`config.mk`:
```
export PLATFORM = sky130hd
export DESIGN_NAME = ice_app
export DESIGN_NICKNAME = d
export VERILOG_FILES = /design/src/ice_app_pkg.sv /design/src/spi_cmd_if.sv /design/src/ice_app.sv /design/src/cmd6_capture.sv /design/src/cmd_exec.sv /design/src/spi_link.sv
export SDC_FILE = /design/constraint.sdc
export NUM_CORES = 1
export LEC_CHECK = 0
export ABC_AREA = 0
export BUFFER_PORTS_ARGS = -buffer_cell sky130_fd_sc_hd__buf_4
export CAP_MARGIN = 20
export CORE_MARGIN = 2
export CORE_UTILIZATION = 40
export DETAILED_ROUTE_END_ITERATION = 10
export HOLD_SLACK_MARGIN = 0.03
export MAX_ROUTING_LAYER = met4
export SLEW_MARGIN = 30
export SYNTH_ARGS = -nofsm -noshare
export SYNTH_HDL_FRONTEND = slang
export SYNTH_SLANG_ARGS = --single-unit
export TNS_END_PERCENT = 100
```
`constraint.sdc`:
```
create_clock -name sd_datInWrite_clk -period 3.4 [get_ports sd_datInWrite_clk]
set_input_delay 0.68 -clock sd_datInWrite_clk [delete_from_list [all_inputs] [get_ports sd_datInWrite_clk]]
set_output_delay 0.68 -clock sd_datInWrite_clk [all_outputs]
set_load 0.03 [all_outputs]
```
`src/ice_app_pkg.sv`:
```
`default_nettype none

package ice_app_pkg;

    // ====================
    // Message framing
    // ====================
    localparam int MSG_LEN      = 64;
    localparam int RESP_LEN     = 64;
    localparam int MSG_TYPE_LEN = 8;                        // Top bits of a message
    localparam int MSG_ARG_LEN  = MSG_LEN - MSG_TYPE_LEN;   // Low 56 bits
    localparam int MSG_TYPE_LSB = MSG_ARG_LEN;
    localparam int MSG_RESP_BIT = 6;                        // Type bit, response follows

    // ====================
    // Field positions
    // ====================
    // Echo returns the argument left aligned, low byte zero
    localparam int RESP_ECHO_LSB       = RESP_LEN - MSG_ARG_LEN;
    localparam int ACCESS_MODE_LEN     = 4;
    localparam int RESP_MODE_LSB       = RESP_LEN - ACCESS_MODE_LEN;   // Bits 63..60
    localparam int RESP_MODE_VALID_BIT = RESP_MODE_LSB - 1;            // Bit 59
    localparam int LED_WIDTH           = 4;

    // SD data-in word and the CMD6 access-mode nibble within it
    localparam int SD_WORD_LEN     = 16;
    localparam int ACCESS_MODE_LSB = 8;                     // Bits 11..8

    // ====================
    // Types
    // ====================
    // Bit 7 of every type is high, doubles as the start bit on the link
    typedef enum logic [MSG_TYPE_LEN-1:0] {
        MSG_NOP         = 8'h80,
        MSG_LED_SET     = 8'h81,
        MSG_ECHO        = 8'hC0,
        MSG_CMD6_STATUS = 8'hC2
    } msg_type_t;

    typedef logic [MSG_ARG_LEN-1:0]     msg_arg_t;
    typedef logic [RESP_LEN-1:0]        resp_t;
    typedef logic [SD_WORD_LEN-1:0]     sd_word_t;
    typedef logic [ACCESS_MODE_LEN-1:0] access_mode_t;

endpackage

`default_nettype wire
```
`src/spi_cmd_if.sv`:
```
`default_nettype none
`timescale 1ns/1ns

interface spi_cmd_if import ice_app_pkg::*; ();

    // Link to executor
    logic       msg_valid;  // One-cycle pulse
    msg_type_t  msg_type;
    msg_arg_t   msg_arg;    // Held until the next message

    // Executor to link, all valid with cmd_done
    logic       cmd_done;
    logic       resp_en;
    resp_t      resp_data;

    modport link (
        output msg_valid, msg_type, msg_arg,
        input  cmd_done, resp_en, resp_data
    );

    modport exec (
        input  msg_valid, msg_type, msg_arg,
        output cmd_done, resp_en, resp_data
    );

endinterface

`default_nettype wire

```
`src/ice_app.sv`:
```
`default_nettype none
`timescale 1ns/1ns

module ice_app import ice_app_pkg::*; #(
    parameter int CMD6_BLOCK_WORDS = 32,    // 512-bit status block in 16-bit words
    parameter int CMD6_MODE_WORD   = 8
) (
    input  logic                    sd_datInWrite_clk,
    input  logic                    sd_datInWrite_rst_,

    // Serial link to host
    input  logic                    spi_data_in,
    output logic                    spi_data_out,
    output logic                    spi_data_oe,

    // SD data-in word stream
    input  logic                    dat_in_start,
    input  logic                    dat_in_trigger,
    input  sd_word_t                dat_in_data,

    output logic [LED_WIDTH-1:0]    led
);

    access_mode_t   access_mode;
    logic           access_mode_valid;

    spi_cmd_if cmd_bus ();

    // ====================
    // Link
    // ====================
    spi_link u_spi_link (
        .sd_datInWrite_clk  (sd_datInWrite_clk),
        .sd_datInWrite_rst_ (sd_datInWrite_rst_),
        .spi_data_in        (spi_data_in),
        .spi_data_out       (spi_data_out),
        .spi_data_oe        (spi_data_oe),
        .cmd                (cmd_bus.link)
    );

    // ====================
    // Command execution
    // ====================
    cmd_exec u_cmd_exec (
        .sd_datInWrite_clk  (sd_datInWrite_clk),
        .sd_datInWrite_rst_ (sd_datInWrite_rst_),
        .cmd                (cmd_bus.exec),
        .access_mode        (access_mode),
        .access_mode_valid  (access_mode_valid),
        .led                (led)
    );

    // ====================
    // CMD6 access mode
    // ====================
    cmd6_capture #(
        .CMD6_BLOCK_WORDS   (CMD6_BLOCK_WORDS),
        .CMD6_MODE_WORD     (CMD6_MODE_WORD)
    ) u_cmd6_capture (
        .sd_datInWrite_clk  (sd_datInWrite_clk),
        .sd_datInWrite_rst_ (sd_datInWrite_rst_),
        .dat_in_start       (dat_in_start),
        .dat_in_trigger     (dat_in_trigger),
        .dat_in_data        (dat_in_data),
        .access_mode        (access_mode),
        .access_mode_valid  (access_mode_valid)
    );

endmodule

`default_nettype wire

```
`src/cmd6_capture.sv`:
```
`default_nettype none
`timescale 1ns/1ns

module cmd6_capture import ice_app_pkg::*; #(
    parameter int CMD6_BLOCK_WORDS = 32,
    parameter int CMD6_MODE_WORD   = 8
) (
    input  logic            sd_datInWrite_clk,
    input  logic            sd_datInWrite_rst_,

    input  logic            dat_in_start,
    input  logic            dat_in_trigger,
    input  sd_word_t        dat_in_data,

    output access_mode_t    access_mode,
    output logic            access_mode_valid
);

    // One extra count so the counter can park past the block
    localparam int CNT_W = $clog2(CMD6_BLOCK_WORDS + 1);

    logic [CNT_W-1:0]   word_cnt;
    logic               in_block;

    assign in_block = (word_cnt < CNT_W'(CMD6_BLOCK_WORDS));

    always_ff @(posedge sd_datInWrite_clk or negedge sd_datInWrite_rst_) begin
        if (!sd_datInWrite_rst_) begin
            word_cnt          <= CNT_W'(CMD6_BLOCK_WORDS);  // No block open yet
            access_mode       <= '0;
            access_mode_valid <= 1'b0;
        end else if (dat_in_start) begin
            word_cnt          <= '0;
            access_mode_valid <= 1'b0;
        end else if (dat_in_trigger && in_block) begin
            word_cnt <= word_cnt + 1'b1;

            if (word_cnt == CNT_W'(CMD6_MODE_WORD)) begin
                access_mode       <= dat_in_data[ACCESS_MODE_LSB +: ACCESS_MODE_LEN];
                access_mode_valid <= 1'b1;
            end
        end
    end

endmodule

`default_nettype wire

```
`src/cmd_exec.sv`:
```
`default_nettype none
`timescale 1ns/1ns

module cmd_exec import ice_app_pkg::*; (
    input  logic                    sd_datInWrite_clk,
    input  logic                    sd_datInWrite_rst_,

    spi_cmd_if.exec                 cmd,

    input  access_mode_t            access_mode,
    input  logic                    access_mode_valid,

    output logic [LED_WIDTH-1:0]    led
);

    logic   type_known;
    logic   led_we;
    resp_t  resp_next;

    // ====================
    // Decode
    // ====================
    always_comb begin
        type_known = 1'b1;
        led_we     = 1'b0;
        resp_next  = '0;

        case (cmd.msg_type)
            MSG_ECHO: begin
                resp_next[RESP_ECHO_LSB +: MSG_ARG_LEN] = cmd.msg_arg;
            end

            MSG_LED_SET: begin
                led_we = 1'b1;
            end

            MSG_CMD6_STATUS: begin
                resp_next[RESP_MODE_LSB +: ACCESS_MODE_LEN] = access_mode;
                resp_next[RESP_MODE_VALID_BIT]              = access_mode_valid;
            end

            MSG_NOP: begin
                type_known = 1'b1;  // Accepted, does nothing
            end

            default: begin
                type_known = 1'b0;  // Unknown type is dropped silently
            end
        endcase
    end

    // ====================
    // Execute
    // ====================
    always_ff @(posedge sd_datInWrite_clk or negedge sd_datInWrite_rst_) begin
        if (!sd_datInWrite_rst_) begin
            cmd.cmd_done <= 1'b0;
            cmd.resp_en  <= 1'b0;
            led          <= '0;
        end else begin
            cmd.cmd_done <= cmd.msg_valid;  // Always one cycle behind

            if (cmd.msg_valid) begin
                // Response flag lives in the type, trusted only for known types
                cmd.resp_en <= type_known & cmd.msg_type[MSG_RESP_BIT];

                if (led_we) begin
                    led <= cmd.msg_arg[LED_WIDTH-1:0];
                end
            end
        end
    end

    // Response word, sampled by the link on cmd_done
    always_ff @(posedge sd_datInWrite_clk) begin
        if (cmd.msg_valid) begin
            cmd.resp_data <= resp_next;
        end
    end

endmodule

`default_nettype wire

```
`src/spi_link.sv`:
```
`default_nettype none
`timescale 1ns/1ns

module spi_link import ice_app_pkg::*; (
    input  logic        sd_datInWrite_clk,
    input  logic        sd_datInWrite_rst_,

    input  logic        spi_data_in,
    output logic        spi_data_out,
    output logic        spi_data_oe,

    spi_cmd_if.link     cmd
);

    typedef enum logic [1:0] {
        ST_IDLE,        // Waiting for the start bit
        ST_MSG_IN,      // Shifting in bits 62..0
        ST_WAIT_CMD,    // Executor busy
        ST_RESP_OUT     // Shifting out the response
    } link_state_t;

    localparam int CNT_W = $clog2((MSG_LEN > RESP_LEN) ? MSG_LEN : RESP_LEN);

    link_state_t        state;
    logic [CNT_W-1:0]   bit_cnt;    // Index of the bit on the wire
    logic [MSG_LEN-1:0] msg_shift;
    resp_t              resp_shift;

    // ====================
    // Message fields
    // ====================
    assign cmd.msg_type = msg_type_t'(msg_shift[MSG_TYPE_LSB +: MSG_TYPE_LEN]);
    assign cmd.msg_arg  = msg_shift[MSG_ARG_LEN-1:0];

    // MSB of the response register drives the line
    assign spi_data_out = spi_data_oe & resp_shift[RESP_LEN-1];

    // ====================
    // Link state machine
    // ====================
    always_ff @(posedge sd_datInWrite_clk or negedge sd_datInWrite_rst_) begin
        if (!sd_datInWrite_rst_) begin
            state         <= ST_IDLE;
            bit_cnt       <= '0;
            spi_data_oe   <= 1'b0;
            cmd.msg_valid <= 1'b0;
        end else begin
            cmd.msg_valid <= 1'b0;

            case (state)
                ST_IDLE: begin
                    // First high sample is message bit 63
                    if (spi_data_in) begin
                        bit_cnt <= CNT_W'(MSG_LEN - 2);
                        state   <= ST_MSG_IN;
                    end
                end

                ST_MSG_IN: begin
                    bit_cnt <= bit_cnt - 1'b1;
                    if (bit_cnt == '0) begin    // Bit 0 sampled at this edge
                        cmd.msg_valid <= 1'b1;
                        state         <= ST_WAIT_CMD;
                    end
                end

                ST_WAIT_CMD: begin
                    if (cmd.cmd_done) begin
                        if (cmd.resp_en) begin
                            bit_cnt     <= CNT_W'(RESP_LEN - 1);
                            spi_data_oe <= 1'b1;
                            state       <= ST_RESP_OUT;
                        end else begin
                            state <= ST_IDLE;   // Nothing to send back
                        end
                    end
                end

                ST_RESP_OUT: begin
                    bit_cnt <= bit_cnt - 1'b1;
                    if (bit_cnt == '0) begin    // Bit 0 done, release the line
                        spi_data_oe <= 1'b0;
                        state       <= ST_IDLE;
                    end
                end
            endcase
        end
    end

    // ====================
    // Shift registers
    // ====================
    always_ff @(posedge sd_datInWrite_clk) begin
        case (state)
            ST_IDLE: begin
                if (spi_data_in) begin
                    msg_shift <= {msg_shift[MSG_LEN-2:0], 1'b1};
                end
            end

            ST_MSG_IN: begin
                msg_shift <= {msg_shift[MSG_LEN-2:0], spi_data_in};  // MSB first
            end

            ST_WAIT_CMD: begin
                if (cmd.cmd_done && cmd.resp_en) begin
                    resp_shift <= cmd.resp_data;
                end
            end

            ST_RESP_OUT: begin
                resp_shift <= {resp_shift[RESP_LEN-2:0], 1'b0};
            end
        endcase
    end

endmodule

`default_nettype wire

```
==> flow_metrics.py, run 1 <==
metrics = {
    "status": {
        "status": "finished clean",
    },
    "logic_synthesis": {
        "syn_area_per_cell_um2": 18.2,
        "synthFlopType": "edfxtp_1",
        "synth_edf_count": 176,
        "syn-cell-area_um2": 7660,
        "syn_nets": 445,
        "ys_seq_area_share_pct": 77.8,
        "synthDistinctLibCells": 40,
        "netlist_instances": 421,
        "yosys_register_bits": 203,
        "synth_area_leaders": "edfxtp_1 (69%), mux2_2 (8.7%), dfrtp_1 (8.5%)",
        "yosysTopAreaCell": "edfxtp_1",
        "yosys.area.top_type_share_pct": 69.0,
        "synth_warnings": 0,
        "postSynth.asyncResetShare_pct": 13.3,
    },
    "sta": {
        "period_share_pct": 60.4,
        "rsz0062_at_grt": "no",
        "drv_slew": 0,
        "hold_violations": 0,
        "finalSetupTns_ns": 0,
        "max_slew_margin_pct": 44.5,
        "holdWs_ns": 0.102,
        "skew_ns": 0.0113,
        "fin_crit_ns": 2.05,
        "worst_pin_slew_ns": 0.832,
        "fmax_mhz": 487,
        "setup_viol_count_final": 0,
    },
    "critical_path": {
        "start_kind": "flop",
        "worstPathArrival_ns": 2.28,
        "end_kind": "flop",
        "cp.required_ns": 3.62,
        "cp_cell_sequence": "nand2_2, buf_4, mux2_2",
        "cp_slowest_cell": "dfrtp_1",
        "crit_fanout": 22,
        "worstSetupPathType": "reg -> reg",
        "cp_slowest_stage_delay_ns": 0.50,
    },
    "die": {
        "die_x_um": 142,
        "die_area_um2": 20300,
        "die_h_um": 142,
        "fp-row-count": 50,
        "core_um2": 18800,
        "start_util_pct": 40.8,
        "ios": 27,
    },
    "power": {
        "power_mw": 7.65,
        "p_seq_share_pct": 55.7,
        "p_clk_share_pct": 28.8,
        "p_sw_mw": 1.90,
        "powerDensity_nw_per_um2": 879,
        "ir_worst_vdd_uv": 463,
        "comb_power_share_pct": 15.5,
        "swShare_pct": 24.9,
        "intPower_mw": 5.74,
        "p_leak_nw": 3.23,
    },
    "cells_and_area": {
        "multi_input_area_um2": 1600,
        "design_area_um2": 8700,
        "nets": 473,
        "mostFrequentLayoutCells": "edfxtp_1 (176), mux2_2 (59), and2_1 (56)",
        "area_delta_synth_final_pct": 13.6,
        "fin_util_pct": 46.4,
        "fill_cells": 1572,
        "drive_gt1_share_pct": 26.1,
        "mostFrequentLayoutCell": "edfxtp_1",
        "antenna_cells": 0,
        "seqCellArea_um2": 5960,
    },
    "job": {
        "maxCapViolations": 0,
    },
    "drt": {
        "drtIter0Drc": 177,
        "ant_nets": 0,
        "wl_per_cell_um": 15.9,
        "drt_first_pass_iters": 4,
        "routed_wl_um": 11000,
        "via_per_inst": 4.95,
        "vias": 3435,
        "drc_errors": 0,
    },
    "place": {
        "dp_hpwl_um": 6190,
        "portBuffers": 14,
        "place_congestion": 0.776,
        "dpl-instance-area_um2": 8050,
    },
    "min_path": {
        "min_path_type": "in -> async",
    },
    "clock_tree": {
        "cts_tree": "built",
        "cts.repair.resized": 0,
        "cts_buffers": 21,
        "path_clk_slew_ns": 0.06,
        "clock_sinks": 203,
        "cts_setup_buffers": 0,
        "ctsHoldBuffers": 0,
        "clk_latency_ns": 0.48,
        "clockBufferDepth": 3,
        "clock-root-buffer": "clkbuf_16",
        "htree_levels": 1,
    },
    "grt": {
        "grt_pass1_vias": 3619,
        "globalRouteOverflowTotal": 0,
        "grt_max_degree": 65,
        "antenna_found_initial": 0,
        "groute.usage.overall_pct": 11.7,
        "grt_pass1_wl_um": 18400,
    },
}
[power by group through the flow]
stage	sequential (mW)	clock [mW]	combinational, mW
after floorplan	4.15	0	0.957
after global placement	4.28	0	1.17
after detailed placement	4.30	0	1.23
after CTS	4.28	2.26	1.22
after global routing	4.38	2.35	1.31
final	4.26	2.20	1.18
[sequential cells by signal (all words and copies together), names as in the netlist]
signal	cells
u_cmd6_capture.access_mode	4
u_cmd6_capture.access_mode_valid	1
u_cmd6_capture.word_cnt	6
u_cmd_exec.cmd.cmd_done	1
u_cmd_exec.cmd.resp_data	56
u_cmd_exec.cmd.resp_en	1
u_cmd_exec.led	4
u_spi_link.bit_cnt	6
u_spi_link.cmd.msg_valid	1
u_spi_link.msg_shift	64
u_spi_link.resp_shift	56
u_spi_link.spi_data_oe	1
u_spi_link.state	2
[layout make-up]
type / instances / share of cell area [%]
inverters: 10 / 0.431
well taps: 234 / 3.36
flip-flops and latches: 203 / 68.5
clock inverters: 10 / 1.37
clock buffers: 24 / 6.17
repair buffers: 20 / 1.73
multi-input cells: 193 / 18.4
[final timing paths]
kind / cells past startpoint / end / startpoint / slack (ns)
max: 3 / u_spi_link.resp_shift[48]$_DFFE_PP_ / u_spi_link.state[0]$_DFFE_PN0P_ / 1.35
min: 1 / u_spi_link.bit_cnt[4]$_DFFE_PN0P_ / sd_datInWrite_rst_ / 0.10
max reg2reg: 3 / u_spi_link.resp_shift[48]$_DFFE_PP_ / u_spi_link.state[0]$_DFFE_PN0P_ / 1.35
min reg2reg: 0 / u_spi_link.msg_shift[35]$_DFFE_PP_ / u_spi_link.msg_shift[34]$_DFFE_PP_ / 0.44
max in group asynchronous: 1 / u_cmd6_capture.word_cnt[5]$_DFFE_PN1P_ / sd_datInWrite_rst_ / 2.99
min in group sd_datInWrite_clk: 2 / u_cmd6_capture.word_cnt[4]$_DFFE_PN0P_ / dat_in_start / 0.42
[per-layer routing]
layer  track usage (%)  share of wire [%]  up-vias
met5                 -                  0        -
met4              3.28                2.0        0
met3              2.49                4.4       19
met2              18.9                 48       57
met1              15.1                 46     1732
li1                  -                  -     1627
[critical path: cells and delay by family (launching register included)]
| family | cells | cell delay (ns) |
|---|---|---|
| buffers and inverters | 1 | 0.40 |
| multiplexers | 1 | 0.39 |
| flip-flops | 1 | 0.50 |
| AND/OR/NAND/NOR | 1 | 0.49 |
[cell families (layout without fill, tap and decap cells)]
| kind of cell | count (synthesis) | in the layout | synth area share [%] |
|---|---|---|---|
| AO/OA/AOI/OAI | 20 | 20 | 1.89 |
| XOR/XNOR | 4 | 4 | 0.457 |
| adder cells (fa/ha/maj) | 3 | 3 | 0.490 |
| buffers and inverters | 25 | 64 | 1.45 |
| flip-flops | 203 | 203 | 77.8 |
| multiplexers | 71 | 71 | 10.5 |
| AND/OR/NAND/NOR | 95 | 95 | 7.40 |
[metrics by stage]
step | setup slack (ns) | instances
2_1_floorplan | 0.602 | 421
3_3_place_gp | 1.36 | 660
3_5_place_dp | 1.33 | 660
4_1_cts | 1.31 | 694
5_1_grt | 1.21 | 694
6_report | 1.35 | 694
[synthesized netlist by cell type (all sizes together) (2+ instances only)]
cell type / instances
mux2i: 8
nor2b: 3
nand2: 3
a21oi: 4
and2: 56
nor2: 14
o21ai: 4
mux2: 63
and3: 3
nor3: 2
a2bb2oi: 3
dfrtp: 26
xnor2: 3
inv: 10
buf: 9
or3: 3
nand3b: 2
o32a: 2
nand3: 3
edfxtp: 176
ha: 3
clkbuf: 6
No activity file was read; power rests on OpenSTA's default activity.
==> run 2: changes to the inputs <==
--- a/config.mk
+++ b/config.mk
@@ -5,7 +5,7 @@
 export SDC_FILE = /design/constraint.sdc
 export NUM_CORES = 1
 export LEC_CHECK = 0
-export ABC_AREA = 0
+export ABC_AREA = 1
 export BUFFER_PORTS_ARGS = -buffer_cell sky130_fd_sc_hd__buf_4
 export CAP_MARGIN = 20
 export CORE_MARGIN = 2
==> constraint.sdc (replaced) <==
create_clock -name sd_datInWrite_clk -period 2 [get_ports sd_datInWrite_clk]
set_input_delay 0.4 -clock sd_datInWrite_clk [delete_from_list [all_inputs] [get_ports sd_datInWrite_clk]]
set_output_delay 0.4 -clock sd_datInWrite_clk [all_outputs]
set_load 0.03 [all_outputs]
==> run 2 against run 1 <==
  * Wire length grew 13%
  * Sequential power grew 60%
  * First-iteration DRC count grew 71%
  * Die area grew 2.5%
  * Via count grew 27%
  * Clock power grew 73%
  * Worst setup slack lost 1.0 ns
  * Total power grew 68%
  * Combinational power grew 89%
  * Global-route usage grew 1.3 points
  * Synthesized area grew 2.5%
  * Synthesized cell count grew 54%
==> flow_metrics.py, run 2 <==
metrics = {
    "status": {
        "status": "finished clean",
    },
    "min_path": {
        "min_path_type": "in -> reg",
    },
    "cells_and_area": {
        "largestRegisters": "u_spi_link.msg_shift x64, u_cmd_exec.cmd.resp_data x56, u_spi_link.resp_shift x56",
        "top_register": "u_spi_link.msg_shift",
        "instances_no_fill": 959,
        "design_area_um2": 8970,
        "drive_gt1_share_pct": 10.1,
        "mostFrequentLayoutCell": "nand2_1",
        "antenna_cells": 0,
        "largest_reg_flops": 64,
        "mostFrequentLayoutCells": "nand2_1 (217), edfxtp_1 (176), inv_1 (78)",
        "nets": 703,
        "area_delta_synth_final_pct": 14.2,
        "fin_util_pct": 46.2,
    },
    "sta": {
        "period_share_pct": 83.2,
        "max_slew_margin_pct": 58.9,
        "skew_ns": 0.0122,
        "fin_ws_ns": 0.337,
        "setup_viol_count_final": 0,
        "rsz0062_at_grt": "no",
        "drv_slew": 0,
        "fin_crit_ns": 1.66,
        "hold_violations": 0,
        "worst_pin_slew_ns": 0.616,
        "holdWs_ns": 0.101,
        "finalSetupTns_ns": 0,
        "fmax_mhz": 601,
    },
    "logic_synthesis": {
        "synth.most_common_cell": "nand2_1",
        "synth_area_leaders": "edfxtp_1 (67%), nand2_1 (10%), dfrtp_1 (8.3%)",
        "synthFlopType": "edfxtp_1",
        "ys_seq_area_share_pct": 75.9,
        "yosysTopAreaCell": "edfxtp_1",
        "yosys.area.top_type_share_pct": 67.3,
        "synth_edf_count": 176,
        "synth_warnings": 0,
        "synth_common_cells": "nand2_1 (219), edfxtp_1 (176), inv_1 (78), nor2_1 (62), dfrtp_1 (26)",
        "postSynth.asyncResetShare_pct": 13.3,
        "yosys_register_bits": 203,
        "syn_area_per_cell_um2": 12.1,
        "synthDistinctLibCells": 27,
        "syn_nets": 674,
        "syn-cell-area_um2": 7860,
        "netlist_instances": 650,
    },
    "grt": {
        "groute.usage.overall_pct": 13.0,
        "grt_pass1_wl_um": 21100,
        "antenna_found_initial": 0,
        "grt_max_degree": 57,
        "grt_pass1_vias": 4414,
        "globalRouteOverflowTotal": 0,
    },
    "power": {
        "ir_worst_vdd_uv": 895,
        "powerDensity_nw_per_um2": 1440,
        "p_leak_nw": 3.70,
        "power_mw": 12.9,
    },
    "clock_tree": {
        "ctsHoldBuffers": 1,
        "cts.repair.resized": 0,
        "cts_setup_buffers": 0,
        "cts_tree": "built",
        "clockBufferDepth": 3,
        "clock-root-buffer": "clkbuf_16",
        "cts_buffers": 22,
        "path_clk_slew_ns": 0.06,
        "clock_sinks": 203,
        "clk_latency_ns": 0.49,
        "htree_levels": 1,
    },
    "die": {
        "start_util_pct": 40.5,
        "fp-row-count": 51,
        "die_h_um": 144,
        "ios": 27,
        "die_x_um": 144,
        "die_area_um2": 20800,
        "core_um2": 19400,
    },
    "job": {
        "maxCapViolations": 0,
    },
    "critical_path": {
        "worstSetupPathType": "reg -> reg",
        "ff2ff_setup_slack_ns": 0.34,
        "worstPathArrival_ns": 1.90,
        "start_kind": "flop",
        "cpMostUsedCell": "nand2_1",
        "cp.required_ns": 2.24,
        "cp_cell_sequence": "nand2_2, buf_4, inv_2, buf_12, nand2_1, nand2_1",
        "cp_slowest_stage_delay_ns": 0.50,
        "cp_slowest_cell": "dfrtp_1",
        "crit_fanout": 56,
        "end_kind": "flop",
    },
    "drt": {
        "routed_wl_um": 12500,
        "drc_errors": 0,
        "drtIter0Drc": 302,
        "via_per_inst": 4.56,
        "vias": 4370,
        "ant_nets": 0,
        "drt_first_pass_iters": 5,
        "wl_per_cell_um": 13.0,
    },
    "place": {
        "portBuffers": 14,
        "dpl-instance-area_um2": 8280,
        "dp.cells": 919,
        "place_congestion": 0.744,
        "dp_slack_ns": 0.332,
        "dp_hpwl_um": 7150,
    },
}
run 2: cell families (layout without fill, tap and decap cells):
family                   count (synthesis)  after routing  share of synthesized area [%]
AND/OR/NAND/NOR                        316            316                           16.2
buffers and inverters                   99            143                           5.54
flip-flops                             203            203                           75.9
AO/OA/AOI/OAI                           29             29                           1.93
adder cells (fa/ha/maj)                  3              3                          0.478
run 2: layout make-up:
| cell class | instances | area (um^2) |
|---|---|---|
| Timing Repair Buffer | 23 | 213 |
| Inverter | 81 | 304 |
| Fill cell | 1766 | 10400 |
| Multi-Input combinational cell | 348 | 1480 |
| Tap cell | 265 | 332 |
| Clock inverter | 10 | 83.8 |
| Clock buffer | 29 | 598 |
| Sequential cell | 203 | 5960 |
run 2: path summary, 6_finish.rpt:
path | startpoint | to | cells after the start
min in group asynchronous | sd_datInWrite_rst_ | u_cmd_exec.led[3]$_DFFE_PN0P_ | 2
setup / recovery | u_spi_link.state[0]$_DFFE_PN0P_ | u_spi_link.resp_shift[38]$_DFFE_PP_ | 6
max in group asynchronous | sd_datInWrite_rst_ | u_cmd6_capture.word_cnt[5]$_DFFE_PN1P_ | 2
hold reg to reg | u_spi_link.msg_shift[8]$_DFFE_PP_ | u_spi_link.msg_shift[9]$_DFFE_PP_ | 0
setup reg to reg | u_spi_link.state[0]$_DFFE_PN0P_ | u_spi_link.resp_shift[38]$_DFFE_PP_ | 6
hold / removal | dat_in_start | u_cmd6_capture.access_mode_valid$_DFFE_PN0P_ | 2
run 2: critical path, delay by kind of cell, from the launching register on:
family        cells  cell delay (ns)
flops             1             0.50
simple gates      3             0.33
buf+inv           3             0.54
run 2: per-layer routing:
layer	wire length, um	global-route usage [%]
met4	246	3.63
met2	5950	21.4
met5	0	-
met3	497	2.42
met1	5790	16.8
run 2: power by group:
part	internal [mW]	switching [mW]	leakage, nW
registers	6.33	0.501	1.90
logic	0.654	1.58	1.47
clock network	2.24	1.57	0.324
total	9.22	3.65	3.70
==> run 3: changes to the inputs <==
--- a/config.mk
+++ b/config.mk
@@ -5,7 +5,7 @@
 export SDC_FILE = /design/constraint.sdc
 export NUM_CORES = 1
 export LEC_CHECK = 0
-export ABC_AREA = 1
+export ABC_AREA = 0
 export BUFFER_PORTS_ARGS = -buffer_cell sky130_fd_sc_hd__buf_4
 export CAP_MARGIN = 20
 export CORE_MARGIN = 2
==> constraint.sdc (replaced) <==
create_clock -name sd_datInWrite_clk -period 1.6 [get_ports sd_datInWrite_clk]
set_input_delay 0.32 -clock sd_datInWrite_clk [delete_from_list [all_inputs] [get_ports sd_datInWrite_clk]]
set_output_delay 0.32 -clock sd_datInWrite_clk [all_outputs]
set_load 0.03 [all_outputs]
==> run 3 against run 2 <==
  * Critical path depth is 1 lower
  * Largest cell class unchanged
  * Sequential share of layout area rose by 0.60 points
  * Critical path type unchanged
  * Clock-buffer cell count fell by 2
  * Die area fell by 2.4%
  * Clock skew is 0.0030 ns lower
  * Critical endpoint is now u_cmd6_capture.access_mode[2]$_DFFE_PN0P_
==> flow_metrics.py, run 3 (same netlist as run 1, synthesis figures left out) <==
metrics = {
    "status": {
        "status": "finished clean",
    },
    "critical_path": {
        "r2r_end": "u_cmd6_capture.access_mode[2]$_DFFE_PN0P_",
        "cp.required_ns": 1.97,
        "start_kind": "flop",
        "ff2ff_path_depth": 5,
        "worstPathArrival_ns": 1.97,
        "startpoint": "u_cmd6_capture.word_cnt[0]$_DFFE_PN0P_",
        "crit_fanout": 5,
        "worstSetupPathType": "reg -> reg",
        "reg2reg_from": "u_cmd6_capture.word_cnt[0]$_DFFE_PN0P_",
        "crit_end": "u_cmd6_capture.access_mode[2]$_DFFE_PN0P_",
        "end_kind": "flop",
        "ff2ff_setup_slack_ns": 0.0003,
    },
    "clock_tree": {
        "cts_tree": "built",
        "htree_levels": 1,
        "clock_sinks": 203,
        "clock-root-buffer": "clkbuf_16",
        "clk_latency_ns": 0.48,
        "path_clk_slew_ns": 0.06,
        "cts_buffers": 20,
        "clockBufferDepth": 3,
    },
    "sta": {
        "period_share_pct": 100,
        "fmax_mhz": 625,
        "max_slew_margin_pct": 62.9,
        "hold_violations": 0,
        "skew_ns": 0.00919,
        "fin_ws_ns": 0.000278,
        "rsz0062_at_grt": "yes",
        "worst_pin_slew_ns": 0.556,
        "drv_slew": 0,
        "finalSetupTns_ns": 0,
        "fin_crit_ns": 1.60,
        "holdWs_ns": 0.0735,
        "setup_viol_count_final": 0,
    },
    "die": {
        "start_util_pct": 40.8,
        "fp-row-count": 50,
        "die_h_um": 142,
        "die_x_um": 142,
        "core_um2": 18800,
        "ios": 27,
        "die_area_um2": 20300,
    },
    "power": {
        "ir_worst_vdd_uv": 1030,
        "powerDensity_nw_per_um2": 1830,
        "p_leak_nw": 3.32,
        "power_mw": 16.2,
    },
    "min_path": {
        "min_path_type": "in -> reg",
    },
    "drt": {
        "vias": 3491,
        "drtIter0Drc": 229,
        "ant_nets": 0,
        "wl_per_cell_um": 15.9,
        "drt_first_pass_iters": 4,
        "drc_errors": 0,
        "routed_wl_um": 11300,
        "via_per_inst": 4.90,
    },
    "cells_and_area": {
        "largest_reg_flops": 64,
        "mostFrequentLayoutCells": "edfxtp_1 (176), mux2_2 (59), and2_1 (56)",
        "antenna_cells": 0,
        "nets": 490,
        "mostFrequentLayoutCell": "edfxtp_1",
        "area_delta_synth_final_pct": 16.1,
        "top_register": "u_spi_link.msg_shift",
        "design_area_um2": 8890,
        "largestRegisters": "u_spi_link.msg_shift x64, u_cmd_exec.cmd.resp_data x56, u_spi_link.resp_shift x56",
        "fill_cells": 1556,
        "drive_gt1_share_pct": 29.0,
    },
    "grt": {
        "grt_pass1_vias": 3654,
        "grt_max_degree": 44,
        "grt_pass1_wl_um": 18800,
        "groute.usage.overall_pct": 11.9,
        "antenna_found_initial": 0,
        "globalRouteOverflowTotal": 0,
    },
    "place": {
        "portBuffers": 14,
        "place_congestion": 0.726,
        "dpl-instance-area_um2": 8240,
        "dp_hpwl_um": 6630,
        "dp_slack_ns": -0.0178,
    },
    "job": {
        "maxCapViolations": 0,
    },
}
-- run 3: changes by cell type in the layout (fill, tap and decap cells not counted), moves of 8 or more --
cell and change:
nand2_1 -215, inv_1 -69, mux2_2 +59, and2_1 +56
nor2_1 -50, o21ai_0 -18, nand3_1 -16, buf_4 +9
mux2i_1 +8
-- run 3: per-layer routing --
metal	part of all wire [%]	global-route usage, %
met1	46	15.7
met2	48	19.1
met3	3.9	2.25
met4	1.6	3.49
met5	0	-
-- run 3: metrics by stage --
stage | util, % | cells
global placement | 43.9 | 673
CTS | 47.2 | 712
floorplan | - | 421
detailed placement | 43.9 | 673
finish | 47.4 | 713
global route | 47.4 | 713
-- run 3: critical path: stages, from the launching register on --
cell and delay, ns:
dfrtp_1 0.40, inv_2 0.09, ha_4 0.12, nand3b_1 0.07
or4_4 0.48, mux2_4 0.32
-- run 3: repair_timing --
action | CTS | global route
setup buffers | 2 | 1
pin swaps | 0 | 0
hold endpoints to repair | 27 | 0
endpoints found under the setup margin | 4 | 21
hold buffers | 2 | 0
resized for setup | 0 | 4
-- run 3: worst min path at each step --
stage,from,endpoint,cells after the start,slack [ns]
floorplan,sd_datInWrite_rst_,u_cmd6_capture.access_mode[0]$_DFFE_PN0P_,0,0.02
global placement,sd_datInWrite_rst_,u_spi_link.bit_cnt[4]$_DFFE_PN0P_,1,0.25
detailed placement,sd_datInWrite_rst_,u_spi_link.bit_cnt[1]$_DFFE_PN0P_,1,0.27
CTS,dat_in_data[9],u_cmd6_capture.access_mode[1]$_DFFE_PN0P_,2,0.05
global route,dat_in_data[9],u_cmd6_capture.access_mode[1]$_DFFE_PN0P_,2,0.06
finish,dat_in_data[11],u_cmd6_capture.access_mode[3]$_DFFE_PN0P_,2,0.07
-- run 3: where the power goes --
group          internal [mW]  switching, mW
logic                   1.46           1.60
clock network           2.40           1.85
registers               8.22          0.707
-- run 3: layout make-up --
cell class / count / area (um^2) / share of cell area [%]
sequential: 203 / 5970 / 67.1
multi-input combinational: 193 / 1630 / 18.3
clock buffer: 27 / 548 / 6.16
timing repair buffer: 38 / 382 / 4.29
tap: 234 / 293 / 3.29
clock inverter: 8 / 40.0 / 0.450
inverter: 10 / 37.5 / 0.422
